[src/common/cart_defines.svh]
// cartridge format widths, MBC1 window codes and header locations
// header addresses are word addresses into the 16-bit store
`ifndef CART_DEFINES_SVH
`define CART_DEFINES_SVH

// --------------------
// widths
`define CART_ADDR_W     16          // cpu side cartridge bus
`define CART_BYTE_W     8
`define CART_WORD_W     16          // backing store word
`define CART_BE_W       2           // one enable per byte of a word
`define CART_WADDR_W    21          // 9 bank bits + 12 offset bits
`define CART_BANK_W     9           // bit 8 picks the ram region
`define CART_OFS_W      12          // word offset inside an 8k window
`define ROM_BANK_W      7           // up to 128 x 16k rom banks
`define ROM_REG_W       5           // lower rom bank register
`define RAM_BANK_W      2           // up to 4 x 8k ram banks

// --------------------
// 8k windows, cart_addr[15:13]
`define WIN_RAM_EN      3'b000      // 0000-1FFF ram enable
`define WIN_ROM_BANK    3'b001      // 2000-3FFF rom bank low bits
`define WIN_RAM_BANK    3'b010      // 4000-5FFF ram bank / rom high bits
`define WIN_MODE        3'b011      // 6000-7FFF banking mode
`define WIN_CART_RAM    3'b101      // A000-BFFF external ram

`define HDR_TYPE_WADDR  21'h0000A3  // low byte is image byte 147h
`define HDR_SIZE_WADDR  21'h0000A4  // rom size code high, ram size code low
`define RAM_EN_KEY      4'hA        // only this nibble enables ram

`endif

[src/common/cart_pkg.sv]
// shared types of the cartridge subsystem
// widths come from the defines header, nothing here is configurable
`include "cart_defines.svh"

package cart_pkg;

   // --------------------
   // bus side
   typedef logic [`CART_ADDR_W-1:0]  cart_addr_t;   // cpu byte address
   typedef logic [`CART_BYTE_W-1:0]  cart_byte_t;   // cpu data byte

   // store side
   typedef logic [`CART_WORD_W-1:0]  word_t;        // even byte in the high half
   typedef logic [`CART_WADDR_W-1:0] waddr_t;       // {bank, offset}

   // --------------------
   // banking
   typedef logic [`CART_BANK_W-1:0]  bank_t;        // translated 8k bank
   typedef logic [`ROM_BANK_W-1:0]   rom_bank_t;
   typedef logic [`RAM_BANK_W-1:0]   ram_bank_t;

   // requester side of the four-phase handshake
   typedef enum logic [1:0] {
      ARB_IDLE,       // waiting for a strobe
      ARB_REQ,        // req high, waiting for ack
      ARB_WAIT_REL,   // req dropped, waiting for ack low
      ARB_FINISH      // one cycle done pulse
   } arb_state_t;

endpackage

[src/cart_mapper/bank_map.sv]
// MBC1 address translation from the cpu bus to a store word address
// purely combinational, reads outside 0000-7FFF and A000-BFFF land in bank 0
`include "cart_defines.svh"

module bank_map import cart_pkg::*; (
   input  cart_addr_t            cart_addr,
   input  logic                  cart_wr,
   input  logic [`ROM_REG_W-1:0] rom_bank_reg,
   input  ram_bank_t             ram_bank_reg,
   input  logic                  bank_mode,
   input  logic                  ram_enable,
   input  logic                  is_mbc1,
   input  rom_bank_t             rom_mask,
   input  ram_bank_t             ram_mask,
   output waddr_t                word_addr,      // {bank, offset}
   output logic                  ram_write_ok    // write may reach the store
);

   logic [2:0] win;         // 8k window
   rom_bank_t  rom_sel;     // rom bank before mirroring
   rom_bank_t  rom_bank;
   ram_bank_t  ram_bank;
   bank_t      mbc1_bank;
   bank_t      bank;

   assign win = cart_addr[15:13];

   // --------------------
   // rom banking
   // mode 0 puts the ram bank register on the upper rom lines
   assign rom_sel  = {bank_mode ? ram_bank_t'(0) : ram_bank_reg, rom_bank_reg};
   assign rom_bank = rom_sel & rom_mask;          // mirror small roms

   // ram bank register only counts in mode 1
   assign ram_bank = (bank_mode ? ram_bank_reg : ram_bank_t'(0)) & ram_mask;

   // --------------------
   // bank by region
   always_comb begin
      mbc1_bank = '0;
      case (cart_addr[15:14])
         2'b00: mbc1_bank = {8'd0, cart_addr[13]};             // fixed bank 0
         2'b01: mbc1_bank = {1'b0, rom_bank, cart_addr[13]};   // switched 16k
         default: begin
            if (win == `WIN_CART_RAM)
               mbc1_bank = {1'b1, 6'd0, ram_bank};             // ram region
         end
      endcase
   end

   // without a mapper the 32k image is mapped linearly
   assign bank = is_mbc1 ? mbc1_bank : {7'd0, cart_addr[14:13]};

   assign word_addr = {bank, cart_addr[`CART_OFS_W:1]};   // bit 0 picks the byte

   // ram writes only through the A000 window and only when enabled
   assign ram_write_ok = cart_wr && ram_enable && (win == `WIN_CART_RAM);

endmodule

[config.mk]
export PLATFORM = sky130hd
export DESIGN_NAME = bank_map
export DESIGN_NICKNAME = d
export VERILOG_FILES = /design/src/common/cart_pkg.sv /design/src/cart_mapper/bank_map.sv
export VERILOG_INCLUDE_DIRS = /design/src /design/src/common
export SDC_FILE = /design/constraint.sdc
export NUM_CORES = 1
export LEC_CHECK = 0
export BUFFER_PORTS_ARGS = -buffer_cell sky130_fd_sc_hd__buf_2
export CAP_MARGIN = 20
export CORE_AREA = 4 4 41 43
export DETAILED_ROUTE_END_ITERATION = 12
export DIE_AREA = 0 0 45 47
export GPL_TIMING_DRIVEN = 0
export PLACE_DENSITY = 0.72
export SLEW_MARGIN = 20
export SYNTH_ARGS = -nofsm -noshare
export SYNTH_HDL_FRONTEND = slang
export SYNTH_SLANG_ARGS = --single-unit
[constraint.sdc]
create_clock -name vclk -period 1.4
set_input_delay 0.21 -clock vclk [all_inputs]
set_output_delay 0.21 -clock vclk [all_outputs]
set_load 0.01 [all_outputs]
==> results.sh <==
export IMPL_start_util=0.1750
export IMPL_detail_route_wl_per_cell_microns=10.62
export IMPL_postRouteWirelength_microns=956
export IMPL_seqPwrFrac=0
export IMPL_critPathCaptureType="output port"
export IMPL_worst_slack_ps=269.9
export IMPL_tightestPinTransition_ps=187.6
export IMPL_dp_slack_ps=266.3
export IMPL_die_y_microns=47
export IMPL_grt_usage=0.06845
export IMPL_antenna_cells=0
export IMPL_fmax_mhz=884.8
export IMPL_internal_power_uw=70.06
export IMPL_layout_cells_most_common="buf_2"
export IMPL_final_cell_mix="buf_2 (45), buf_4 (12), and3_2 (4)"
export IMPL_syn_nets=66
export IMPL_setup_viol_count_final=0
export IMPL_grt_antenna_before_repair=0
export IMPL_hold_viol=0
export IMPL_ctsHoldBuffers=0
export IMPL_p_total_uw=114.4
export IMPL_synthCells=30
export IMPL_fill_cells=146
export IMPL_hpwlAfterDp_microns=896.2
export IMPL_placedCellCount=90
export IMPL_ys_seq_area_frac=0
export IMPL_overflow=0
export IMPL_die_width_microns=45
export IMPL_stdcell_count=90
export IMPL_peakVddDrop_mv=0.07296
export IMPL_final_nets=113
export IMPL_leakage_uw=0.0003148
export IMPL_die_area_sq_mm=0.002115
export IMPL_powerDensity_mw_per_mm2=242.5
export IMPL_relSlewSlack=0.8744
export IMPL_grt_start_max_net_pins=7
export IMPL_drtAntennaViolNets=0
export IMPL_avgSynthCellArea_sq_um=7.591
export IMPL_syn2layout_area_growth_pct=107.1
export IMPL_gp_congestion=0.5969
export IMPL_multi_input_comb_area_sq_um=133.9
export IMPL_core_sq_mm=0.001301
export IMPL_pwr_share_comb=1.000
export IMPL_swShare=0.3874
export IMPL_setup_tns_final_ps=0
export IMPL_drtPass1Iterations=1
export IMPL_clock_buffers=0
export IMPL_hold_end="word_addr[9]"
export IMPL_holdWs_ps=604.0
export IMPL_hold_path_cell_count=2
export IMPL_synthesis_area_sq_um=227.7
export IMPL_via_per_inst=4.244
export IMPL_synth_yosys_warnings=0
export IMPL_num_rows=13
export IMPL_cp_max_fo=5
export IMPL_critical_path_arrival_ps=920
export IMPL_final_period_utilization=0.8072
export IMPL_p_sw_uw=44.32
export IMPL_grt_pass1_wl_mm=1.152
export IMPL_power_share_clock=0
export IMPL_required_ps=1190
export IMPL_cap_viol_max_count=0
export IMPL_cts_setup_buffers=0
export IMPL_final_layout_size_suffix_gt1_frac=0.8533
export IMPL_vias=382
export IMPL_design_seq_count=0
export IMPL_drv_slew=0
export IMPL_cts_resized_gates=0
export IMPL_critPathLaunchType="input pin"
export IMPL_hold_class="in2out"
export IMPL_critical_path_class="in2out"
export IMPL_drc_errors=0
export IMPL_synth_cell_type_count=15
export IMPL_grt_pass1_vias=313
export IMPL_fin_crit_ps=1130
export IMPL_drt_iter0_drc=0
export IMPL_status="finished clean"
export IMPL_hp_start="cart_addr[10]"
export IMPL_regArea_sq_um=0
export IMPL_rsz0062_at_grt="false"
export IMPL_io_pins=58
export IMPL_portBuffers=45
## logic make-up after synthesis
| logic type | count (synthesis) | synth area share |
|---|---|---|
| buffers and inverters | 13 | 0.4121 |
| and+or+nand+nor | 14 | 0.4946 |
| AOI/OAI and AO/OA | 3 | 0.09340 |
## Yosys cell counts
cell | number | area share
nand4b_1 | 2 | 0.077
and4b_1 | 1 | 0.044
and4_1 | 1 | 0.038
inv_1 | 1 | 0.016
and3_2 | 4 | 0.13
o21ai_0 | 1 | 0.022
a31oi_1 | 1 | 0.027
and3_1 | 1 | 0.027
nand2_1 | 1 | 0.016
a22o_2 | 1 | 0.044
nor3b_2 | 1 | 0.055
buf_4 | 12 | 0.40
and2_1 | 1 | 0.027
and3b_2 | 1 | 0.044
nor3b_1 | 1 | 0.033
## worst max path at each step
stage	start	end	slack, ps	depth (start not counted)
after floorplan	cart_addr[15]	word_addr[19]	510	2
after global placement	cart_addr[15]	word_addr[18]	270	4
after detailed placement	cart_addr[15]	word_addr[18]	270	4
after CTS	cart_addr[15]	word_addr[18]	260	4
after global routing	cart_addr[15]	word_addr[18]	230	4
final	cart_addr[15]	word_addr[18]	270	4
## critical path, stage by stage
cell and delay [ps]:
buf_2 120, and3b_2 260, and4b_1 200, buf_2 130
## through the flow
| stage | utilization | instance area [sq um] |
|---|---|---|
| 3_5_place_dp | 0.3625 | 471.7 |
| 3_3_place_gp | 0.3625 | 471.7 |
| 2_1_floorplan | - | 227.7 |
| 4_1_cts | 0.3625 | 471.7 |
| 5_1_grt | 0.3625 | 471.7 |
| 6_report | 0.3625 | 471.7 |
## cell type report
| class | instances | share of cell area |
|---|---|---|
| buffer | 12 | 0.1910 |
| inverter | 1 | 0.007958 |
| multi-input combinational | 17 | 0.2838 |
| tap | 15 | 0.03979 |
| timing repair buffer | 45 | 0.4775 |
## layer usage
| layer | vias to the layer above | track usage | part of all wire |
|---|---|---|---|
| met4 | 0 | 0 | 0 |
| met3 | 0 | 0.01533 | 0.21 |
| li1 | 189 | - | - |
| met2 | 38 | 0.1328 | 0.46 |
| met5 | - | 0 | 0 |
| met1 | 155 | 0.08090 | 0.33 |
## power groups by stage
| stage | Sequential [uW] | Combinational [uW] | Clock (uW) |
|---|---|---|---|
| 4_1_cts | 0 | 116 | 0 |
| 3_5_place_dp | 0 | 116 | 0 |
| 2_1_floorplan | 0 | 55.1 | 0 |
| 3_3_place_gp | 0 | 114 | 0 |
| 5_1_grt | 0 | 125 | 0 |
| 6_report | 0 | 114 | 0 |
Note: power is estimated with default switching activity, not from simulation.
