<file path="src/common/cart_defines.svh">
// cartridge format widths, MBC1 window codes and header locations
// header addresses are word addresses into the 16-bit store
`ifndef CART_DEFINES_SVH
`define CART_DEFINES_SVH

// --------------------
// widths
`define CART_ADDR_W     16          // cpu side cartridge bus
`define CART_BYTE_W     8
`define CART_WORD_W     16          // backing store word
`define CART_BE_W       2           // one enable per byte of a word
`define CART_WADDR_W    21          // 9 bank bits + 12 offset bits
`define CART_BANK_W     9           // bit 8 picks the ram region
`define CART_OFS_W      12          // word offset inside an 8k window
`define ROM_BANK_W      7           // up to 128 x 16k rom banks
`define ROM_REG_W       5           // lower rom bank register
`define RAM_BANK_W      2           // up to 4 x 8k ram banks

// --------------------
// 8k windows, cart_addr[15:13]
`define WIN_RAM_EN      3'b000      // 0000-1FFF ram enable
`define WIN_ROM_BANK    3'b001      // 2000-3FFF rom bank low bits
`define WIN_RAM_BANK    3'b010      // 4000-5FFF ram bank / rom high bits
`define WIN_MODE        3'b011      // 6000-7FFF banking mode
`define WIN_CART_RAM    3'b101      // A000-BFFF external ram

`define HDR_TYPE_WADDR  21'h0000A3  // low byte is image byte 147h
`define HDR_SIZE_WADDR  21'h0000A4  // rom size code high, ram size code low
`define RAM_EN_KEY      4'hA        // only this nibble enables ram

`endif

</file>
<file path="src/common/cart_pkg.sv">
// shared types of the cartridge subsystem
// widths come from the defines header, nothing here is configurable
`include "cart_defines.svh"

package cart_pkg;

   // --------------------
   // bus side
   typedef logic [`CART_ADDR_W-1:0]  cart_addr_t;   // cpu byte address
   typedef logic [`CART_BYTE_W-1:0]  cart_byte_t;   // cpu data byte

   // store side
   typedef logic [`CART_WORD_W-1:0]  word_t;        // even byte in the high half
   typedef logic [`CART_WADDR_W-1:0] waddr_t;       // {bank, offset}

   // --------------------
   // banking
   typedef logic [`CART_BANK_W-1:0]  bank_t;        // translated 8k bank
   typedef logic [`ROM_BANK_W-1:0]   rom_bank_t;
   typedef logic [`RAM_BANK_W-1:0]   ram_bank_t;

   // requester side of the four-phase handshake
   typedef enum logic [1:0] {
      ARB_IDLE,       // waiting for a strobe
      ARB_REQ,        // req high, waiting for ack
      ARB_WAIT_REL,   // req dropped, waiting for ack low
      ARB_FINISH      // one cycle done pulse
   } arb_state_t;

endpackage

</file>
<file path="src/cart_mapper/header_capture.sv">
// picks the mapper type and size codes out of the download stream
// fields stay as captured until reset, a new download overwrites them
`include "cart_defines.svh"

module header_capture import cart_pkg::*; (
   input  logic       clk4,
   input  logic       reset,
   input  logic       dl_active,   // host download in progress
   input  logic       dl_wr,
   input  waddr_t     dl_addr,
   input  word_t      dl_data,
   output logic       is_mbc1,
   output rom_bank_t  rom_mask,    // mirrors banks beyond the rom size
   output ram_bank_t  ram_mask
);

   cart_byte_t type_code;   // byte 147h
   cart_byte_t rom_code;    // byte 148h
   cart_byte_t ram_code;    // byte 149h
   logic       hdr_wr;

   assign hdr_wr = dl_active && dl_wr;

   // --------------------
   // snoop the two header words
   always_ff @(posedge clk4) begin
      if (reset) begin
         type_code <= '0;
         rom_code  <= '0;
         ram_code  <= '0;
      end else if (hdr_wr) begin
         if (dl_addr == `HDR_TYPE_WADDR)
            type_code <= dl_data[7:0];             // odd byte sits low
         if (dl_addr == `HDR_SIZE_WADDR)
            {rom_code, ram_code} <= dl_data;
      end
   end

   // types 1..3 are mbc1, mbc1+ram, mbc1+ram+battery
   assign is_mbc1 = (type_code >= 8'd1) && (type_code <= 8'd3);

   // code n gives n+1 low ones, capped at 7
   assign rom_mask = (rom_code >= 8'd6) ? '1 : rom_bank_t'((8'd2 << rom_code) - 8'd1);

   // 2k and 8k parts have a single bank
   assign ram_mask = ((ram_code == 8'd1) || (ram_code == 8'd2)) ? '0 : '1;

endmodule

</file>
<file path="config.mk">
export PLATFORM = sky130hd
export DESIGN_NAME = header_capture
export DESIGN_NICKNAME = d
export VERILOG_FILES = /design/src/common/cart_pkg.sv /design/src/cart_mapper/header_capture.sv
export VERILOG_INCLUDE_DIRS = /design/src /design/src/common
export SDC_FILE = /design/constraint.sdc
export NUM_CORES = 1
export LEC_CHECK = 0
export ABC_AREA = 1
export ABC_CLOCK_PERIOD_IN_PS = 2300
export BUFFER_PORTS_ARGS = -buffer_cell sky130_fd_sc_hd__buf_4
export CAP_MARGIN = 0
export CORE_MARGIN = 2
export CORE_UTILIZATION = 53
export CTS_CLUSTER_DIAMETER = 200
export CTS_CLUSTER_SIZE = 40
export DETAILED_ROUTE_END_ITERATION = 7
export PLACE_DENSITY = 0.85
export RECOVER_POWER = 25
export SETUP_SLACK_MARGIN = 0.15
export SYNTH_ARGS = -nofsm -noshare
export SYNTH_HDL_FRONTEND = slang
export SYNTH_SLANG_ARGS = --single-unit
</file>
<file path="constraint.sdc">
create_clock -name clk4 -period 2.3 [get_ports clk4]
set_input_delay 0.345 -clock clk4 [delete_from_list [all_inputs] [get_ports clk4]]
set_output_delay 0.345 -clock clk4 [all_outputs]
set_load 0.02 [all_outputs]
</file>
==> flow_summary.yaml, run 1 <==
run_status:
  status: "finished clean"
timing:
  min_period_ps: 2110
  worstMarginPinSlew_ps: 1420
  fmax_mhz: 475
  rsz0062_at_grt: "yes"
  final-max-slew-violation-count: 0
  tns_ps: 0
  hold_viol: 0
  post-route-period-util_pct: 91.6
  relSlewSlack_pct: 4.70
  fin_skew_ps: 0
  whs_ps: 331
  finalSetupViolations: 0
setup_path:
  cpMaxStageDelayCell: "dfxtp_2"
  max_stage_delay_ps: 350
  path_cells: "inv_2, nand2_2, nor3_4, inv_2, nor2_4, nand3b_1, ha_2, nand2_1, nand2_1, nand2_1, nand2_1, buf_6"
  crit_fanout: 4
  r2r_start: "rom_code[1]$_SDFFE_PP0P_"
  r2r-end: "rom_code[1]$_SDFFE_PP0P_"
  critical_path.endpoint_type: "output pin"
  cp.arrival_ps: 1760
  crit_required_ps: 1960
  critPathLaunchType: "register"
  rrSetupSlack_ps: 1670
  cpMostUsedCell: "nand2_1"
  crit_type: "reg2out"
  r2r_cells: 2
synthesis:
  avgSynthCellArea_sq_um: 6.23
  synth.distinct_cells: 27
  syn-cell-area_sq_um: 1480
  yosys-top-cells-area: "dfxtp_1 33%, nor2_1 16%, nand2_1 12%"
  ys_ff_latch: 24
  synth_top_area_share_pct: 32.5
  syn-num-nets: 279
  syn_inst: 237
  synth_warnings: 0
  yosysTopAreaCell: "dfxtp_1"
  ys_seq_area_share_pct: 32.5
layout:
  diodes: 0
  final_nets: 327
  postLayoutCoreUtil_pct: 70.5
  final_cell_mix: "63 x nor2_1, 49 x buf_4, 48 x nand2_1, 34 x inv_1, 27 x nand3_1"
  fillers: 251
  area_growth_syn_to_layout_pct: 29.3
  layout-drive-gt1-share_pct: 27.5
  multi_input_area_sq_um: 800
  layout_commonest_cell: "nor2_1"
  final-seq-area_sq_um: 483
power:
  seq_power_share_pct: 50.8
  p_switching_uw: 170
  powerDensity_nw_per_um2: 428
  ir_drop_uv: 627
  pwr-share-clk_pct: 37.1
  internal-power_uw: 648
  power.leakage_nw: 1.03
  switching_share_pct: 20.8
  comb_power_share_pct: 12.0
floorplanning:
  die_y_um: 56.8
  core_sq_um: 2710
  rows: 19
  dieArea_sq_um: 3230
  die_w_um: 56.8
  io_pins: 51
  start_util_pct: 54.5
route:
  ant_nets: 0
  vias: 1497
  drt_iter0_drc: 35
  wl_per_cell_um: 9.66
  drtPass1Iterations: 4
  via_per_inst: 4.75
  drc_errors: 0
  drt-total-wl_um: 3040
flow_run:
  maxCapViolations: 0
clocking:
  clk_pin_slew_worst_paths_ps: 130
  cts_tree: "built"
  cts_hold_buf: 0
  cts_num_sinks: 24
  cts.path.max_buffers: 2
  cts_inserted_buffers: 3
  worst_skew_pair.late_latency_ps: 320
  ctsHtreeMaxLevel: 1
  cts-root-buf: "clkbuf_4"
grt:
  gr-total-overflow: 0
  grt_use_total_pct: 20.4
  antenna_found_initial: 0
  grt_max_degree: 25
  grt_pass1_wl_um: 5440
  grt_pass1_vias: 1396
placement:
  gp_congestion: 0.853
  dp_hpwl_um: 2340
  port_buffers: 49
min_path:
  min_path_cells: 5
  hp-start: "dl_data[11]"
  hold_end: "rom_code[3]$_SDFFE_PP0P_"
  hp-class: "in2reg"
-- registers in the layout, summed over array words and instances, names as in the netlist --
signal and count:
rom_code 8, type_code 8, ram_code 8
-- synth_stat cells (all sizes together) --
cell    instances
a21oi           1
and3            1
buf             8
conb            1
dfxtp          24
ha              1
inv            40
nand2          50
nand3          29
nand3b          3
nand4           1
nor2           72
nor3            1
nor4            2
o211a           1
o21ai           2
-- layer usage --
| layer | global-route usage, % | vias up | routed length (um) |
|---|---|---|---|
| met5 | 0 | - | 0 |
| met4 | 1.99 | 0 | 0 |
| met3 | 3.46 | 0 | 113 |
| met2 | 41.2 | 29 | 1630 |
| met1 | 22.6 | 663 | 1300 |
| li1 | - | 805 | - |
-- worst max-delay path, delay by kind of cell, from the launching register on --
family,cells,cell delay [ps]
adders and majority gates,1,210
DFF,1,350
buffers and inverters,3,250
and+or+nand+nor,8,630
-- kinds of logic after synthesis --
logic type	after synthesis	synth area share [%]
simple gates	159	50.6
compound gates	4	1.69
buf+inv	48	14.1
fa+ha+maj	1	0.847
flops	24	32.5
other cells	1	0.254
-- power groups by stage --
stage	clock, mW	combinational, mW	sequential [mW]
after floorplan	0	0.0423	0.425
after global placement	0	0.0979	0.425
after detailed placement	0	0.0993	0.425
after CTS	0.307	0.0993	0.416
after global routing	0.324	0.111	0.416
final	0.304	0.0985	0.416
-- metrics by stage --
stage	std cells	instance area [sq um]	setup slack [ps]	power [mW]
6_report	315	1910	193	0.818
5_1_grt	315	1910	59.6	0.851
4_1_cts	315	1920	147	0.822
3_5_place_dp	309	1830	306	0.524
3_3_place_gp	309	1830	419	0.523
2_1_floorplan	237	1480	536	0.467
-- final cells by class --
| class | instances | share of cell area [%] |
|---|---|---|
| Clock buffer | 3 | 1.18 |
| Clock inverter | 1 | 1.57 |
| Inverter | 40 | 7.86 |
| Multi-Input combinational cell | 165 | 41.8 |
| Sequential cell | 24 | 25.3 |
| Tap cell | 31 | 2.03 |
| Timing Repair Buffer | 51 | 20.2 |
-- how the worst max path moves through the flow --
stage | startpoint | to | slack, ps | cells after the start
after floorplan | rom_code[7]$_SDFFE_PP0P_ | rom_mask[5] | 540 | 10
after global placement | rom_code[7]$_SDFFE_PP0P_ | rom_mask[5] | 420 | 12
after detailed placement | rom_code[7]$_SDFFE_PP0P_ | rom_mask[5] | 310 | 12
after CTS | rom_code[6]$_SDFFE_PP0P_ | rom_mask[5] | 150 | 12
after global routing | rom_code[6]$_SDFFE_PP0P_ | rom_mask[5] | 60 | 12
final | rom_code[6]$_SDFFE_PP0P_ | rom_mask[5] | 190 | 12
-- what timing repair did --
| action | 4_1_cts | 5_1_grt |
|---|---|---|
| pin swaps | 5 | 2 |
| hold endpoints to repair | 0 | 0 |
| resized for setup | 11 | 0 |
| setup buffers | 2 | 0 |
| endpoints found under the setup margin | 3 | 3 |
Power figures use the tool's default switching activity.
==> inputs of run 2 (changes only) <==
- REMOVE_ABC_BUFFERS: default -> 1
==> flow_summary.yaml, run 2 (synthesized netlist as in run 1, its figures left out) <==
setup_path:
  r2r-end: "ram_code[7]$_SDFFE_PP0P_"
  crit_required_ps: 1960
  r2r_start: "ram_code[7]$_SDFFE_PP0P_"
  r2r_cells: 2
  rrSetupSlack_ps: 1680
  critical_path.endpoint_type: "output pin"
  crit_fanout: 4
  crit_type: "reg2out"
  critPathLaunchType: "register"
  cp.arrival_ps: 1740
route:
  wl_per_cell_um: 9.74
  ant_nets: 0
  via_per_inst: 4.84
  drt-total-wl_um: 3130
  vias: 1555
  drc_errors: 0
  drtPass1Iterations: 4
  drt_iter0_drc: 58
grt:
  gr-total-overflow: 0
  grt_pass1_wl_um: 5680
  antenna_found_initial: 0
  grt_pass1_vias: 1494
  grt_max_degree: 25
  grt_use_total_pct: 21.6
placement:
  dpl_cell_area_sq_um: 1830
  port_buffers: 49
  dp.cells: 309
  dp_hpwl_um: 2260
  gp_congestion: 0.798
  post-place-ws_ps: 324
layout:
  layout_commonest_cell: "nor2_1"
  diodes: 0
  final_nets: 333
  final_cell_mix: "62 x nor2_1, 54 x buf_4, 48 x nand2_1, 34 x inv_1, 27 x nand3_1"
  postLayoutCoreUtil_pct: 72.4
  multi_input_area_sq_um: 802
  stdcell_count: 321
  area_growth_syn_to_layout_pct: 32.8
  fin_area_sq_um: 1960
  fillers: 252
  reg_top3: "ram_code (8), rom_code (8), type_code (8)"
  layout-drive-gt1-share_pct: 29.3
  final-seq-area_sq_um: 483
clocking:
  ctsHtreeMaxLevel: 1
  cts_inserted_buffers: 3
  worst_skew_pair.late_latency_ps: 320
  clk_pin_slew_worst_paths_ps: 140
  cts_tree: "built"
  cts_hold_buf: 0
  cts_num_sinks: 24
  cts.path.max_buffers: 2
  cts-root-buf: "clkbuf_4"
timing:
  rsz0062_at_grt: "yes"
  fmax_mhz: 481
  finalSetupViolations: 0
  fin_skew_ps: 0
  relSlewSlack_pct: 4.45
  post-route-period-util_pct: 90.5
  worstMarginPinSlew_ps: 1430
  min_period_ps: 2080
  layout_setup_ws_ps: 219
  tns_ps: 0
  hold_viol: 0
  final-max-slew-violation-count: 0
  whs_ps: 332
floorplanning:
  io_pins: 51
  core_sq_um: 2710
  die_y_um: 56.8
  rows: 19
  start_util_pct: 54.5
  dieArea_sq_um: 3230
  die_w_um: 56.8
power:
  power.leakage_nw: 1.06
  ir_drop_uv: 367
  powerDensity_nw_per_um2: 420
  power.total_uw: 823
min_path:
  min_path_cells: 5
  hold_end: "rom_code[6]$_SDFFE_PP0P_"
  hp-class: "in2reg"
  hp-start: "dl_data[14]"
flow_run:
  maxCapViolations: 0
run_status:
  status: "finished clean"
[run 2: worst max-delay path by stage]
stage,startpoint,end,slack [ps],cells past startpoint
finish,rom_code[6]$_SDFFE_PP0P_,rom_mask[5],220,12
floorplan,rom_code[7]$_SDFFE_PP0P_,rom_mask[5],540,10
CTS,rom_code[6]$_SDFFE_PP0P_,rom_mask[5],150,12
detailed placement,rom_code[7]$_SDFFE_PP0P_,rom_mask[5],320,12
global placement,rom_code[7]$_SDFFE_PP0P_,rom_mask[5],400,12
global route,rom_code[6]$_SDFFE_PP0P_,rom_mask[5],70,12
[run 2: final cells by class]
class                           count  area share, %
Multi-Input combinational cell    165           40.9
Sequential cell                    24           24.6
Timing Repair Buffer               57           22.2
Inverter                           40           7.65
Tap cell                           31           1.98
Clock inverter                      1           1.53
Clock buffer                        3           1.15
[run 2: what timing repair did]
action	4_1_cts	5_1_grt
setup buffers	6	2
pin swaps	4	4
resized for setup	11	2
setup endpoints to repair	3	5
[run 2: layer usage]
| layer | track usage (%) | wire [um] |
|---|---|---|
| met1 | 24.6 | 1260 |
| met2 | 39.0 | 1660 |
| met3 | 3.00 | 142 |
| met4 | 10.3 | 68 |
| met5 | 0 | 0 |
[run 2: report_power, final]
group	internal (mW)	leakage [nW]	total, mW	switching (mW)
sequential	0.416	0.194	0.416	0.0000000837
combinational	0.0564	0.839	0.0985	0.0421
clock	0.176	0.0279	0.309	0.133
[run 2: critical path, cell delays in order (launching register included)]
cell and delay (ps):
dfxtp_2 350, inv_2 40, nand2_2 50, nor3_4 150
inv_2 80, nor2_4 110, nand3b_1 90, ha_2 210
nand2_1 60, nand2_1 40, nand2_1 50, nand2_1 60
buf_6 130
==> inputs of run 3 (changes only) <==
- CORE_MARGIN: 2 -> default
==> flow_summary.yaml, run 3 (synthesized netlist as in run 1, its figures left out) <==
clocking:
  ctsHtreeMaxLevel: 1
  worst_skew_pair.late_latency_ps: 310
  cts-root-buf: "clkbuf_4"
  cts_inserted_buffers: 3
  cts_num_sinks: 24
  cts.path.max_buffers: 2
  cts_tree: "built"
  cts_hold_buf: 0
  clk_pin_slew_worst_paths_ps: 120
power:
  p_switching_uw: 164
  seq_power_share_pct: 56.7
  power.leakage_nw: 1.03
  ir_drop_uv: 458
  pwr-share-clk_pct: 29.8
  powerDensity_nw_per_um2: 385
  switching_share_pct: 22.4
  comb_power_share_pct: 13.5
  internal-power_uw: 569
setup_path:
  crit_type: "reg2out"
  cp_top_family: "simple AND/OR/NAND/NOR gates"
  crit_buf_inv: 3
  path_cells: "inv_2, nand2_2, nor3_4, inv_2, nor2_4, nand3b_1, ha_2, nand2_2, nand2_1, nand2_1, nand2_1, buf_6"
  crit_fanout: 4
  critical_path.endpoint_type: "output pin"
  r2r_cells: 2
  cpMostUsedCell: "nand2_1"
  cpMaxStageDelayCell: "dfxtp_2"
  crit_required_ps: 1960
  cp.arrival_ps: 1780
  r2r-end: "rom_code[0]$_SDFFE_PP0P_"
  r2r_start: "rom_code[0]$_SDFFE_PP0P_"
  rrSetupSlack_ps: 1670
  max_stage_delay_ps: 350
  critPathLaunchType: "register"
timing:
  relSlewSlack_pct: 0.988
  post-route-period-util_pct: 92.4
  final-max-slew-violation-count: 0
  layout_setup_ws_ps: 175
  worstMarginPinSlew_ps: 1480
  min_period_ps: 2120
  tns_ps: 0
  rsz0062_at_grt: "yes"
  hold_viol: 0
  finalSetupViolations: 0
  fmax_mhz: 471
  fin_skew_ps: 0
floorplanning:
  io_pins: 51
  die_w_um: 54.8
  start_util_pct: 58.1
  die_y_um: 54.8
  core_sq_um: 2540
  dieArea_sq_um: 3000
  rows: 18
grt:
  gr-total-overflow: 0
  antenna_found_initial: 0
  grt_pass1_wl_um: 5190
  grt_pass1_vias: 1320
  grt_max_degree: 25
  grt_use_total_pct: 24.5
flow_run:
  maxCapViolations: 1
placement:
  gp_congestion: 0.742
  port_buffers: 49
  post-place-ws_ps: 253
  dp_hpwl_um: 2290
layout:
  final_nets: 327
  final-seq-area_sq_um: 483
  layout-drive-gt1-share_pct: 27.8
  reg_top3: "ram_code (8), rom_code (8), type_code (8)"
  diodes: 0
  area_growth_syn_to_layout_pct: 28.8
  multi_input_area_sq_um: 802
  final_cell_mix: "63 x nor2_1, 47 x nand2_1, 47 x buf_4, 34 x inv_1, 27 x nand3_1"
  layout_commonest_cell: "nor2_1"
  fillers: 224
route:
  drt-total-wl_um: 3100
  vias: 1507
  via_per_inst: 4.80
  wl_per_cell_um: 9.86
  drtPass1Iterations: 4
  ant_nets: 0
  drc_errors: 0
  drt_iter0_drc: 17
min_path:
  hp-start: "dl_data[12]"
  hp-class: "in2reg"
  hold_end: "rom_code[4]$_SDFFE_PP0P_"
  min_path_cells: 5
run_status:
  violations: "capacitance limit"
  status: "complete, but fails checks"
-- run 3: final cells by class --
class,instances,share of cell area [%]
clock buffers,4,1.91
well taps,30,1.97
flip-flops and latches,24,25.4
repair buffers,51,20.7
inverters,40,7.89
multi-input cells,165,42.1
-- run 3: routing by layer --
metal | wire length (um) | global-route usage (%)
met5 | 0 | 0
met2 | 1610 | 46.0
met4 | 55 | 8.12
met3 | 122 | 5.83
met1 | 1310 | 26.1
-- run 3: what timing repair did --
| item | 4_1_cts | 5_1_grt |
|---|---|---|
| pin swaps | 5 | 3 |
| resized for setup | 11 | 3 |
| setup endpoints to repair | 3 | 3 |
| setup buffers | 2 | 0 |
-- run 3: how the worst max path moves through the flow --
stage | cells past startpoint | start | slack, ps | to
floorplan | 10 | rom_code[7]$_SDFFE_PP0P_ | 540 | rom_mask[5]
global placement | 12 | rom_code[6]$_SDFFE_PP0P_ | 400 | rom_mask[5]
detailed placement | 12 | rom_code[6]$_SDFFE_PP0P_ | 250 | rom_mask[5]
CTS | 12 | rom_code[6]$_SDFFE_PP0P_ | 100 | rom_mask[5]
global route | 12 | rom_code[6]$_SDFFE_PP0P_ | 50 | rom_mask[5]
finish | 12 | rom_code[6]$_SDFFE_PP0P_ | 180 | rom_mask[5]
-- run 3: power groups by stage --
stage / Clock, mW / Sequential, mW / Combinational, mW
2_1_floorplan: 0 / 0.425 / 0.0400
3_3_place_gp: 0 / 0.425 / 0.0979
3_5_place_dp: 0 / 0.425 / 0.100
4_1_cts: 0.224 / 0.416 / 0.101
5_1_grt: 0.248 / 0.416 / 0.112
6_report: 0.218 / 0.415 / 0.0993
-- run 3: per-stage QoR --
step	utilization, %	std cells	hold slack, ps	area, sq um	power [mW]
5_1_grt	74.8	314	333	1900	0.775
6_report	74.8	314	333	1900	0.733
4_1_cts	74.9	314	330	1910	0.741
3_5_place_dp	71.7	308	472	1820	0.525
2_1_floorplan	-	229	455	1420	0.465
3_3_place_gp	71.7	308	462	1820	0.523
-- run 3: worst register-to-register path, stage by stage, from the launching register on --
cell and delay [ps]:
dfxtp_1 420, nor2_1 70, nor2_1 100
