File: src/common/cart_defines.svh
// cartridge format widths, MBC1 window codes and header locations
// header addresses are word addresses into the 16-bit store
`ifndef CART_DEFINES_SVH
`define CART_DEFINES_SVH

// --------------------
// widths
`define CART_ADDR_W     16          // cpu side cartridge bus
`define CART_BYTE_W     8
`define CART_WORD_W     16          // backing store word
`define CART_BE_W       2           // one enable per byte of a word
`define CART_WADDR_W    21          // 9 bank bits + 12 offset bits
`define CART_BANK_W     9           // bit 8 picks the ram region
`define CART_OFS_W      12          // word offset inside an 8k window
`define ROM_BANK_W      7           // up to 128 x 16k rom banks
`define ROM_REG_W       5           // lower rom bank register
`define RAM_BANK_W      2           // up to 4 x 8k ram banks

// --------------------
// 8k windows, cart_addr[15:13]
`define WIN_RAM_EN      3'b000      // 0000-1FFF ram enable
`define WIN_ROM_BANK    3'b001      // 2000-3FFF rom bank low bits
`define WIN_RAM_BANK    3'b010      // 4000-5FFF ram bank / rom high bits
`define WIN_MODE        3'b011      // 6000-7FFF banking mode
`define WIN_CART_RAM    3'b101      // A000-BFFF external ram

`define HDR_TYPE_WADDR  21'h0000A3  // low byte is image byte 147h
`define HDR_SIZE_WADDR  21'h0000A4  // rom size code high, ram size code low
`define RAM_EN_KEY      4'hA        // only this nibble enables ram

`endif

File: src/common/cart_pkg.sv
// shared types of the cartridge subsystem
// widths come from the defines header, nothing here is configurable
`include "cart_defines.svh"

package cart_pkg;

   // --------------------
   // bus side
   typedef logic [`CART_ADDR_W-1:0]  cart_addr_t;   // cpu byte address
   typedef logic [`CART_BYTE_W-1:0]  cart_byte_t;   // cpu data byte

   // store side
   typedef logic [`CART_WORD_W-1:0]  word_t;        // even byte in the high half
   typedef logic [`CART_WADDR_W-1:0] waddr_t;       // {bank, offset}

   // --------------------
   // banking
   typedef logic [`CART_BANK_W-1:0]  bank_t;        // translated 8k bank
   typedef logic [`ROM_BANK_W-1:0]   rom_bank_t;
   typedef logic [`RAM_BANK_W-1:0]   ram_bank_t;

   // requester side of the four-phase handshake
   typedef enum logic [1:0] {
      ARB_IDLE,       // waiting for a strobe
      ARB_REQ,        // req high, waiting for ack
      ARB_WAIT_REL,   // req dropped, waiting for ack low
      ARB_FINISH      // one cycle done pulse
   } arb_state_t;

endpackage

File: src/common/mem_if.sv
// four-phase req/ack link between the arbiter and the word store
// fields must stay stable while req is high
`include "cart_defines.svh"

interface mem_if import cart_pkg::*; ();

   logic                  req;     // held until ack seen
   logic                  we;      // 1 write, 0 read
   waddr_t                addr;
   logic [`CART_BE_W-1:0] be;      // [1] high byte, [0] low byte
   word_t                 wdata;
   logic                  ack;     // dropped once req is low
   word_t                 rdata;   // registered together with ack

   // arbiter side
   modport requester (
      output req, we, addr, be, wdata,
      input  ack, rdata
   );

   // memory side
   modport store (
      input  req, we, addr, be, wdata,
      output ack, rdata
   );

endinterface

File: src/design/mem_arbiter.sv
// one access at a time, download traffic wins while dl_active is high
// strobes arriving while busy are dropped
`include "cart_defines.svh"

module mem_arbiter import cart_pkg::*; (
   input  logic       clk4,
   input  logic       reset,
   input  logic       dl_active,
   input  logic       dl_wr,        // one cycle word write
   input  waddr_t     dl_addr,
   input  word_t      dl_data,
   input  logic       cart_rd,      // one cycle strobes
   input  logic       cart_wr,
   input  logic       ram_write_ok,
   input  waddr_t     word_addr,    // translated by bank_map
   input  logic       cart_a0,      // byte select
   input  cart_byte_t cart_di,
   output cart_byte_t cart_do,
   output logic       busy,
   output logic       done,
   mem_if.requester   mem
);

   arb_state_t            state;
   logic                  req_q;
   logic                  we_q;
   logic                  lo_q;       // odd address, low half of the word
   waddr_t                addr_q;
   logic [`CART_BE_W-1:0] be_q;
   word_t                 wdata_q;
   logic                  dl_start;
   logic                  rd_start;
   logic                  wr_start;
   logic                  start;

   // --------------------
   // request sources
   assign dl_start = dl_active && dl_wr;
   assign rd_start = !dl_active && cart_rd;
   assign wr_start = !dl_active && !cart_rd && cart_wr && ram_write_ok;  // gated by mapper
   assign start    = dl_start || rd_start || wr_start;

   // handshake control
   always_ff @(posedge clk4) begin
      if (reset) begin
         state <= ARB_IDLE;
         req_q <= 1'b0;
      end else begin
         case (state)
            ARB_IDLE: begin
               if (start) begin
                  req_q <= 1'b1;
                  state <= ARB_REQ;
               end
            end
            ARB_REQ: begin
               if (mem.ack) begin
                  req_q <= 1'b0;                   // release on ack
                  state <= ARB_WAIT_REL;
               end
            end
            ARB_WAIT_REL: begin
               if (!mem.ack)
                  state <= ARB_FINISH;             // store released, next req allowed
            end
            default: state <= ARB_IDLE;            // finish lasts one cycle
         endcase
      end
   end

   // --------------------
   // payload latched at the strobe, held while req is up
   always_ff @(posedge clk4) begin
      if (state == ARB_IDLE && start) begin
         if (dl_start) begin
            we_q    <= 1'b1;
            addr_q  <= dl_addr;
            be_q    <= '1;                         // whole word
            wdata_q <= dl_data;
            lo_q    <= 1'b0;
         end else begin
            we_q    <= wr_start;
            addr_q  <= word_addr;
            be_q    <= cart_a0 ? 2'b01 : 2'b10;    // even byte is the high half
            wdata_q <= {cart_di, cart_di};         // same byte on both lanes
            lo_q    <= cart_a0;
         end
      end
      if (state == ARB_REQ && mem.ack && !we_q)
         cart_do <= lo_q ? mem.rdata[7:0] : mem.rdata[15:8];   // held until next read
   end

   assign mem.req   = req_q;
   assign mem.we    = we_q;
   assign mem.addr  = addr_q;
   assign mem.be    = be_q;
   assign mem.wdata = wdata_q;

   assign busy = (state != ARB_IDLE);
   assign done = (state == ARB_FINISH);

endmodule

File: src/flat_wrapper.sv
// flat-port wrapper written by rule: the top's interface ports become plain ports
module mem_arbiter_flat import cart_pkg::*;
  (clk4, reset, dl_active, dl_wr, dl_addr, dl_data, cart_rd, cart_wr, ram_write_ok, word_addr, cart_a0, cart_di, cart_do, busy, done, mem_req, mem_we, mem_addr, mem_be, mem_wdata, mem_ack, mem_rdata);
  mem_if mem_i ();
  input  logic clk4;
  input  logic reset;
  input  logic dl_active;
  input  logic dl_wr;
  input  waddr_t dl_addr;
  input  word_t dl_data;
  input  logic cart_rd;
  input  logic cart_wr;
  input  logic ram_write_ok;
  input  waddr_t word_addr;
  input  logic cart_a0;
  input  cart_byte_t cart_di;
  output cart_byte_t cart_do;
  output logic busy;
  output logic done;
  output wire logic [$bits(mem_i.req)-1:0] mem_req;
  output wire logic [$bits(mem_i.we)-1:0] mem_we;
  output wire logic [$bits(mem_i.addr)-1:0] mem_addr;
  output wire logic [$bits(mem_i.be)-1:0] mem_be;
  output wire logic [$bits(mem_i.wdata)-1:0] mem_wdata;
  input wire logic [$bits(mem_i.ack)-1:0] mem_ack;
  input wire logic [$bits(mem_i.rdata)-1:0] mem_rdata;
  assign mem_req = mem_i.req;
  assign mem_we = mem_i.we;
  assign mem_addr = mem_i.addr;
  assign mem_be = mem_i.be;
  assign mem_wdata = mem_i.wdata;
  assign mem_i.ack = mem_ack;
  assign mem_i.rdata = mem_rdata;
  mem_arbiter u_core (.clk4(clk4), .reset(reset), .dl_active(dl_active), .dl_wr(dl_wr), .dl_addr(dl_addr), .dl_data(dl_data), .cart_rd(cart_rd), .cart_wr(cart_wr), .ram_write_ok(ram_write_ok), .word_addr(word_addr), .cart_a0(cart_a0), .cart_di(cart_di), .cart_do(cart_do), .busy(busy), .done(done), .mem(mem_i));
endmodule
File: config.mk
export PLATFORM = sky130hd
export DESIGN_NAME = mem_arbiter_flat
export DESIGN_NICKNAME = d
export VERILOG_FILES = /design/src/common/cart_pkg.sv /design/src/common/mem_if.sv /design/src/design/mem_arbiter.sv /design/src/flat_wrapper.sv
export VERILOG_INCLUDE_DIRS = /design/src /design/src/common
export SDC_FILE = /design/constraint.sdc
export NUM_CORES = 1
export LEC_CHECK = 0
export BUFFER_PORTS_ARGS = -buffer_cell sky130_fd_sc_hd__buf_2
export CAP_MARGIN = 25
export CORE_ASPECT_RATIO = 1.75
export CORE_MARGIN = 3
export CORE_UTILIZATION = 30
export DETAILED_ROUTE_END_ITERATION = 16
export SLEW_MARGIN = 15
export SYNTH_ARGS = -nofsm -noshare
export SYNTH_HDL_FRONTEND = slang
export SYNTH_SLANG_ARGS = --single-unit
File: constraint.sdc
create_clock -name clk4 -period 12.39 [get_ports clk4]
set_clock_uncertainty 0.15 [all_clocks]
set_input_delay 0.6195 -clock clk4 [delete_from_list [all_inputs] [get_ports clk4]]
set_output_delay 0.6195 -clock clk4 [all_outputs]
set_load 0.02 [all_outputs]
==> flow_metrics.tcl, run 1 <==
set metrics [dict create \
    cts_max_level 2 \
    post-place-cells 427 \
    ys_ff_latch 52 \
    holdBufCountCts 0 \
    seq_area_um2 1530 \
    final_antenna_net_count 0 \
    fp.dieH_um 121 \
    postSynthCellCount 204 \
    crit_path_top_delay_cell "sky130_fd_sc_hd__dfxtp_1" \
    final_antenna_diode_count 0 \
    drv.max_cap_violation_count 0 \
    path_buf_inv 3 \
    crit_path_cells "inv_1, ha_1, inv_2, buf_2" \
    end_kind "output pin" \
    status "finished, final reports clean" \
    placement.io_buffers 141 \
    finalWeightedCongestion 0.708 \
    area.growth.synth_to_final_pct 44.4 \
    place.detailed.hpwl_um 4660 \
    ctsResizeCount 0 \
    start_util_pct 31.1 \
    maximum_number_of_pins_on_one_net_before_global_route_repair 29 \
    gr-usage-all-layers_pct 13.2 \
    timing.critical_path.required_ns 11.62 \
    syn-num-nets 299 \
    cts_root_buffer "sky130_fd_sc_hd__clkbuf_16" \
    post_layout_nonfiller_instances 434 \
    async_flop_share_pct 0 \
    io_pins 142 \
    final_period_minus_worst_setup_slack_ns 2.04 \
    clock_sinks 52 \
    fin_setup_tns_ns 0 \
    timing_worst_setup_path_type "reg2out" \
    hp-class "reg2reg" \
    slew_headroom_pct 54.6 \
    grt_overflow 0 \
    grt_pass1_vias 1808 \
    insertion_delay_ns 0.29 \
    cellPowerDensity_nw_per_um2 201 \
    drt_iter0_markers 172 \
    unrepaired_setup_endpoints_after_global_routing "false" \
    ctsLongestPathBuffers 2 \
    max_freq_mhz 490 \
    worst_ep_arrival_time_ns 1.27 \
    cts_made_buffers 5 \
    yosys.area.top_type_share_pct 64.9 \
    critical_path.max_fanout 5 \
    placementRows 41 \
    firstDrtPassIters 4 \
    final.fill_count 732 \
    design.final.nets 443 \
    synth_seq_area_share_pct 67.5 \
    synth_most_common_cell "sky130_fd_sc_hd__nand2_1" \
    static-leakage-power_nw 1.60 \
    placeableCoreArea_um2 7280 \
    timing.final.crit_share_pct 16.5 \
    grt_pass1_wl_um 8670 \
    yosysTopAreaCell "sky130_fd_sc_hd__edfxtp_1" \
    post_drt_wl_per_cell_um 13.5 \
    netlist-cell-type-count 23 \
    hold_viol_final 0 \
    dieWidth_um 71.7 \
    ratio_of_routed_vias_to_standard_cells 4.43 \
    syn_area_um2 2270 \
    worst-slew-pin-transition_ns 0.678 \
    ir_drop_uv 129 \
    antenna_found_initial 1 \
    cts.reportedPaths.clkPinSlew_ns 0.07 \
    multi_input_comb_area_um2 691 \
    synth_top_flop_cell "sky130_fd_sc_hd__edfxtp_1" \
    worst_path_dominant_cell_family "flip-flops" \
    synth_warnings 0 \
    synth.area.top_cells "sky130_fd_sc_hd__edfxtp_1, sky130_fd_sc_hd__nand2_1, sky130_fd_sc_hd__mux2_2, sky130_fd_sc_hd__dfxtp_1, sky130_fd_sc_hd__ha_1" \
    post-layout-total-power_w 0.000659 \
    fin_worst_hold_slack_ns 0.341 \
    synth-edff-count 49 \
    routed-via-count 1923 \
    postSynthAreaPerCell_um2 11.1 \
    tritoncts "built" \
    post_cts.repair.setup_buffers 0 \
    finalMaxSlewViolations 0 \
    cp-start-kind "flop" \
    timing.final.setup_violations 0 \
    layout_cells_sized_above_1_pct 47.1 \
    wire_length_after_detailed_routing_um 5870 \
    fp.dieArea_um2 8680 \
    drt_drc_violations_left 0 \
    max_stage_delay_ns 0.37 \
    synth.top_cells.by_count "sky130_fd_sc_hd__nand2_1, sky130_fd_sc_hd__edfxtp_1, sky130_fd_sc_hd__mux2_2" \
]
## final cells by class
type	instances	area share, %
multi-input cells	140	21.1
repair buffers	145	22.7
clock buffers	5	3.82
well taps	86	3.29
flip-flops and latches	52	46.8
clock inverters	2	1.83
inverters	4	0.459
## layout by cell type (no fill, tap or decap), drive strengths merged
| cell | synthesis | final |
|---|---|---|
| a21oi | 1 | 1 |
| and2 | 2 | 2 |
| and3b | 1 | 1 |
| nand2b | 4 | 4 |
| o21a | 1 | 1 |
| inv | 4 | 4 |
| dfxtp | 3 | 3 |
| o211ai | 1 | 1 |
| edfxtp | 49 | 49 |
| nor2b | 1 | 1 |
| a211oi | 2 | 2 |
| nand2 | 107 | 107 |
| nor2 | 2 | 2 |
| clkbuf | 4 | 5 |
| o31ai | 1 | 1 |
| ha | 4 | 4 |
| or4 | 1 | 1 |
| nor3 | 1 | 1 |
| mux2i | 1 | 1 |
| buf | 4 | 145 |
| mux2 | 9 | 9 |
| bufinv | 0 | 2 |
| a31oi | 1 | 1 |
## per-layer routing
layer | part of all wire, % | vias up | global-route usage, % | wire, µm
li1 | - | 966 | - | -
met1 | 34 | 874 | 13.8 | 1990
met2 | 57 | 73 | 24.4 | 3350
met3 | 6.6 | 8 | 2.99 | 390
met4 | 1.9 | 2 | 5.65 | 113
met5 | 0.34 | - | 0 | 20
## sequential cells by signal, summed over array words and instances (netlist names)
| name | cells |
|---|---|
| u_core.cart_do | 8 |
| u_core.lo_q | 1 |
| u_core.mem.addr | 21 |
| u_core.mem.be | 2 |
| u_core.mem.req | 1 |
| u_core.mem.wdata | 16 |
| u_core.mem.we | 1 |
| u_core.state | 2 |
## worst paths after layout
check        slack [ns]  cells past startpoint                   to             from
max               10.35                      4                 busy  u_core.state[0]
min                0.34                      2       u_core.mem.req   u_core.mem.req
max reg2reg       10.62                      5  u_core.mem.addr[11]  u_core.state[1]
min reg2reg        0.34                      2       u_core.mem.req   u_core.mem.req
## report_power, final
part / internal [W] / switching (W) / leakage [nW]
combinational: 0.0000704 / 0.000139 / 1.01
clock: 0.000115 / 0.0000596 / 0.0899
sequential: 0.000260 / 0.0000158 / 0.495
## worst register-to-register path, stage by stage, from the launching register on
cell                      delay [ns]
sky130_fd_sc_hd__dfxtp_1        0.34
sky130_fd_sc_hd__inv_1          0.09
sky130_fd_sc_hd__ha_1           0.25
sky130_fd_sc_hd__inv_2          0.07
sky130_fd_sc_hd__nor3_2         0.21
sky130_fd_sc_hd__buf_4          0.34
## cell families (layout without fill, tap and decap cells)
kind of cell               Yosys count  in the layout  share of synthesized area, %
muxes                               10             10                          4.91
buffers and inverters               12            156                          2.21
AOI/OAI and AO/OA                    7              7                          2.15
DFF                                 52             52                          67.5
adders and majority gates            4              4                          2.21
and+or+nand+nor                    119            119                          21.0
## per-stage QoR
step                util [%]  instance area, µm²  setup slack, ns
finish                  44.9                3270            10.35
global route            44.9                3270            10.26
CTS                     44.9                3270            10.33
detailed placement      42.4                3090            10.32
global placement        42.2                3070            10.12
floorplan                  -                2270             8.15
(Power assumes the default switching activity.)
==> inputs of run 2 (changes only) <==
--- a/config.mk
+++ b/config.mk
@@ -6,6 +6,7 @@
 export SDC_FILE = /design/constraint.sdc
 export NUM_CORES = 1
 export LEC_CHECK = 0
+export ABC_AREA = 1
 export BUFFER_PORTS_ARGS = -buffer_cell sky130_fd_sc_hd__buf_2
 export CAP_MARGIN = 25
 export CORE_ASPECT_RATIO = 1.75
==> constraint.sdc (replaced) <==
create_clock -name clk4 -period 2.1 [get_ports clk4]
set_clock_uncertainty 0.15 [all_clocks]
set_input_delay 0.105 -clock clk4 [delete_from_list [all_inputs] [get_ports clk4]]
set_output_delay 0.105 -clock clk4 [all_outputs]
set_load 0.02 [all_outputs]
==> flow_metrics.tcl, run 2 <==
set metrics [dict create \
    placement.io_buffers 141 \
    post_layout_nonfiller_instances 537 \
    firstDrtPassIters 4 \
    multi_input_comb_area_um2 673 \
    status "finished, final reports clean" \
    crit_path_cells "mux2_2, dlygate4sd3_1" \
    grt_pass1_wl_um 10900 \
    start_util_pct 31.2 \
    grt_util_met1_pct 15.9 \
    critical_path.max_fanout 8 \
    insertion_delay_ns 0.29 \
    fin_setup_tns_ns 0 \
    fp.dieArea_um2 8760 \
    postSynthAreaPerCell_um2 10.8 \
    antenna_found_initial 0 \
    synth-edff-count 49 \
    drv.max_cap_violation_count 0 \
    hold_viol_final 0 \
    cp-start-kind "flop" \
    finalWorstSetupSlack_ns 0.202 \
    io_pins 142 \
    drt_iter0_markers 103 \
    mostFrequentLayoutCells "sky130_fd_sc_hd__buf_2, sky130_fd_sc_hd__nand2_1, sky130_fd_sc_hd__dlygate4sd3_1" \
    internal_power_w 0.00234 \
    gr-usage-all-layers_pct 16.2 \
    grt_overflow 0 \
    grtUsageMet3_pct 2.81 \
    cellPowerDensity_nw_per_um2 820 \
    ys_ff_latch 52 \
    unrepaired_setup_endpoints_after_global_routing "false" \
    synth_warnings 0 \
    place_worst_setup_slack_ns 0.495 \
    max_freq_mhz 527 \
    timing.final.crit_share_pct 90.4 \
    cts_root_buffer "sky130_fd_sc_hd__clkbuf_16" \
    placeableCoreArea_um2 7340 \
    finalMaxSlewViolations 0 \
    final_antenna_net_count 0 \
    end_kind "flop" \
    cts_made_buffers 5 \
    syn-num-nets 308 \
    placementRows 41 \
    layout_cells_sized_above_1_pct 37.1 \
    post_drt_wl_per_cell_um 13.1 \
    netSwitchingPower_w 0.00108 \
    tritoncts "built" \
    ir_drop_uv 600 \
    grt_pass1_vias 2363 \
    seqPwrFrac_pct 43.1 \
    worst_path_dominant_cell_family "buffers and inverters" \
    synth_seq_area_share_pct 66.8 \
    timing.critical_path.required_ns 1.98 \
    synth_most_common_cell "sky130_fd_sc_hd__nand2_1" \
    post-place-cells 436 \
    met2_usage_grt_pct 31.7 \
    yosys.area.top_type_share_pct 64.2 \
    fp.dieH_um 122 \
    post_cts.repair.setup_buffers 0 \
    worst_ep_arrival_time_ns 1.78 \
    finalWeightedCongestion 0.781 \
    syn_area_um2 2290 \
    ctsResizeCount 0 \
    timing.final.setup_violations 0 \
    slew_headroom_pct 73.2 \
    async_flop_share_pct 0 \
    routed-via-count 2307 \
    synth.area.top_cells "sky130_fd_sc_hd__edfxtp_1, sky130_fd_sc_hd__nand2_1, sky130_fd_sc_hd__mux2_2, sky130_fd_sc_hd__dfxtp_1, sky130_fd_sc_hd__ha_1" \
    design.final.nets 544 \
    synth_top_flop_cell "sky130_fd_sc_hd__edfxtp_1" \
    yosysTopAreaCell "sky130_fd_sc_hd__edfxtp_1" \
    crit_path_top_delay_cell "sky130_fd_sc_hd__dlygate4sd3_1" \
    finalCoreUtilization_pct 56.8 \
    dieWidth_um 72.1 \
    timing_worst_setup_path_type "reg2reg" \
    wire_length_after_detailed_routing_um 7030 \
    fin_worst_hold_slack_ns 0.0151 \
    hp-class "in2reg" \
    drt_drc_violations_left 0 \
    cts_max_level 2 \
    seq_area_um2 1530 \
    share_comb_of_total_power_pct 33.9 \
    final.fill_count 635 \
    area.growth.synth_to_final_pct 82.0 \
    grt-busiest-layer "met2" \
    holdBufCountCts 92 \
    place.detailed.hpwl_um 4610 \
    final_common_cell "sky130_fd_sc_hd__buf_2" \
    ctsLongestPathBuffers 2 \
    static-leakage-power_nw 2.01 \
    path_buf_inv 1 \
    swShare_pct 31.6 \
    final_period_minus_worst_setup_slack_ns 1.90 \
    flip_flop_count_of_the_largest_register_all_copies_and_words_added 21 \
    maximum_number_of_pins_on_one_net_before_global_route_repair 43 \
    postSynthCellCount 213 \
    cts.reportedPaths.clkPinSlew_ns 0.06 \
    max_stage_delay_ns 0.56 \
    synth.top_cells.by_count "sky130_fd_sc_hd__nand2_1, sky130_fd_sc_hd__edfxtp_1, sky130_fd_sc_hd__inv_1, sky130_fd_sc_hd__mux2_2, sky130_fd_sc_hd__nor2_1" \
    clock_sinks 52 \
    share_clk_of_total_power_pct 23.0 \
    netlist-cell-type-count 20 \
    ratio_of_routed_vias_to_standard_cells 4.30 \
    worst-slew-pin-transition_ns 0.402 \
]
-- run 2: worst paths after layout --
check	from	endpoint	slack, ns	cells past startpoint
setup / recovery	u_core.lo_q	u_core.cart_do[4]	0.20	2
hold / removal	mem_ack	u_core.state[0]	0.02	4
setup reg to reg	u_core.lo_q	u_core.cart_do[4]	0.20	2
hold reg to reg	u_core.mem.req	u_core.mem.req	0.32	2
-- run 2: worst register-to-register path, stage by stage (launching register included) --
cell and delay [ns]:
sky130_fd_sc_hd__edfxtp_1 0.55, sky130_fd_sc_hd__mux2_2 0.38, sky130_fd_sc_hd__dlygate4sd3_1 0.56
-- run 2: power by group through the flow --
| stage | Clock (W) | Combinational [W] | Sequential, W |
|---|---|---|---|
| global route | 0.000847 | 0.00127 | 0.00150 |
| finish | 0.000786 | 0.00116 | 0.00148 |
| global placement | 0 | 0.000966 | 0.00149 |
| CTS | 0.000812 | 0.00117 | 0.00148 |
| floorplan | 0 | 0.000384 | 0.00171 |
| detailed placement | 0 | 0.000985 | 0.00150 |
-- run 2: routing by layer --
| metal | up-vias | routed length [µm] | share of wire (%) |
|---|---|---|---|
| met1 | 1054 | 2410 | 34 |
| met2 | 80 | 4070 | 58 |
| met3 | 14 | 358 | 5.1 |
| met4 | 0 | 186 | 2.6 |
| li1 | 1159 | - | - |
| met5 | - | 0 | 0 |
-- run 2: cell families (layout without fill, tap and decap cells) --
| kind of cell | count (synthesis) | after routing | share of synthesized area (%) |
|---|---|---|---|
| DFF | 52 | 52 | 66.8 |
| and+or+nand+nor | 126 | 126 | 21.7 |
| adders and majority gates | 4 | 4 | 2.18 |
| other | 0 | 1 | 0 |
| buffers and inverters | 19 | 256 | 4.10 |
| muxes | 8 | 8 | 3.93 |
| AOI/OAI and AO/OA | 4 | 4 | 1.20 |
-- run 2: metrics by stage --
step / total power (W) / cell area [µm²]
2_1_floorplan: 0.00209 / 2300
3_3_place_gp: 0.00246 / 3100
3_5_place_dp: 0.00248 / 3100
4_1_cts: 0.00345 / 4170
5_1_grt: 0.00361 / 4170
6_report: 0.00342 / 4170
-- run 2: area by class of cell --
type / instances / share of cell area [%]
antenna: 1 / 0.0600
inverter: 11 / 0.990
sequential: 52 / 36.7
timing repair buffer: 237 / 40.0
tap: 86 / 2.58
clock inverter: 2 / 0.390
clock buffer: 6 / 3.09
multi-input combinational: 142 / 16.1
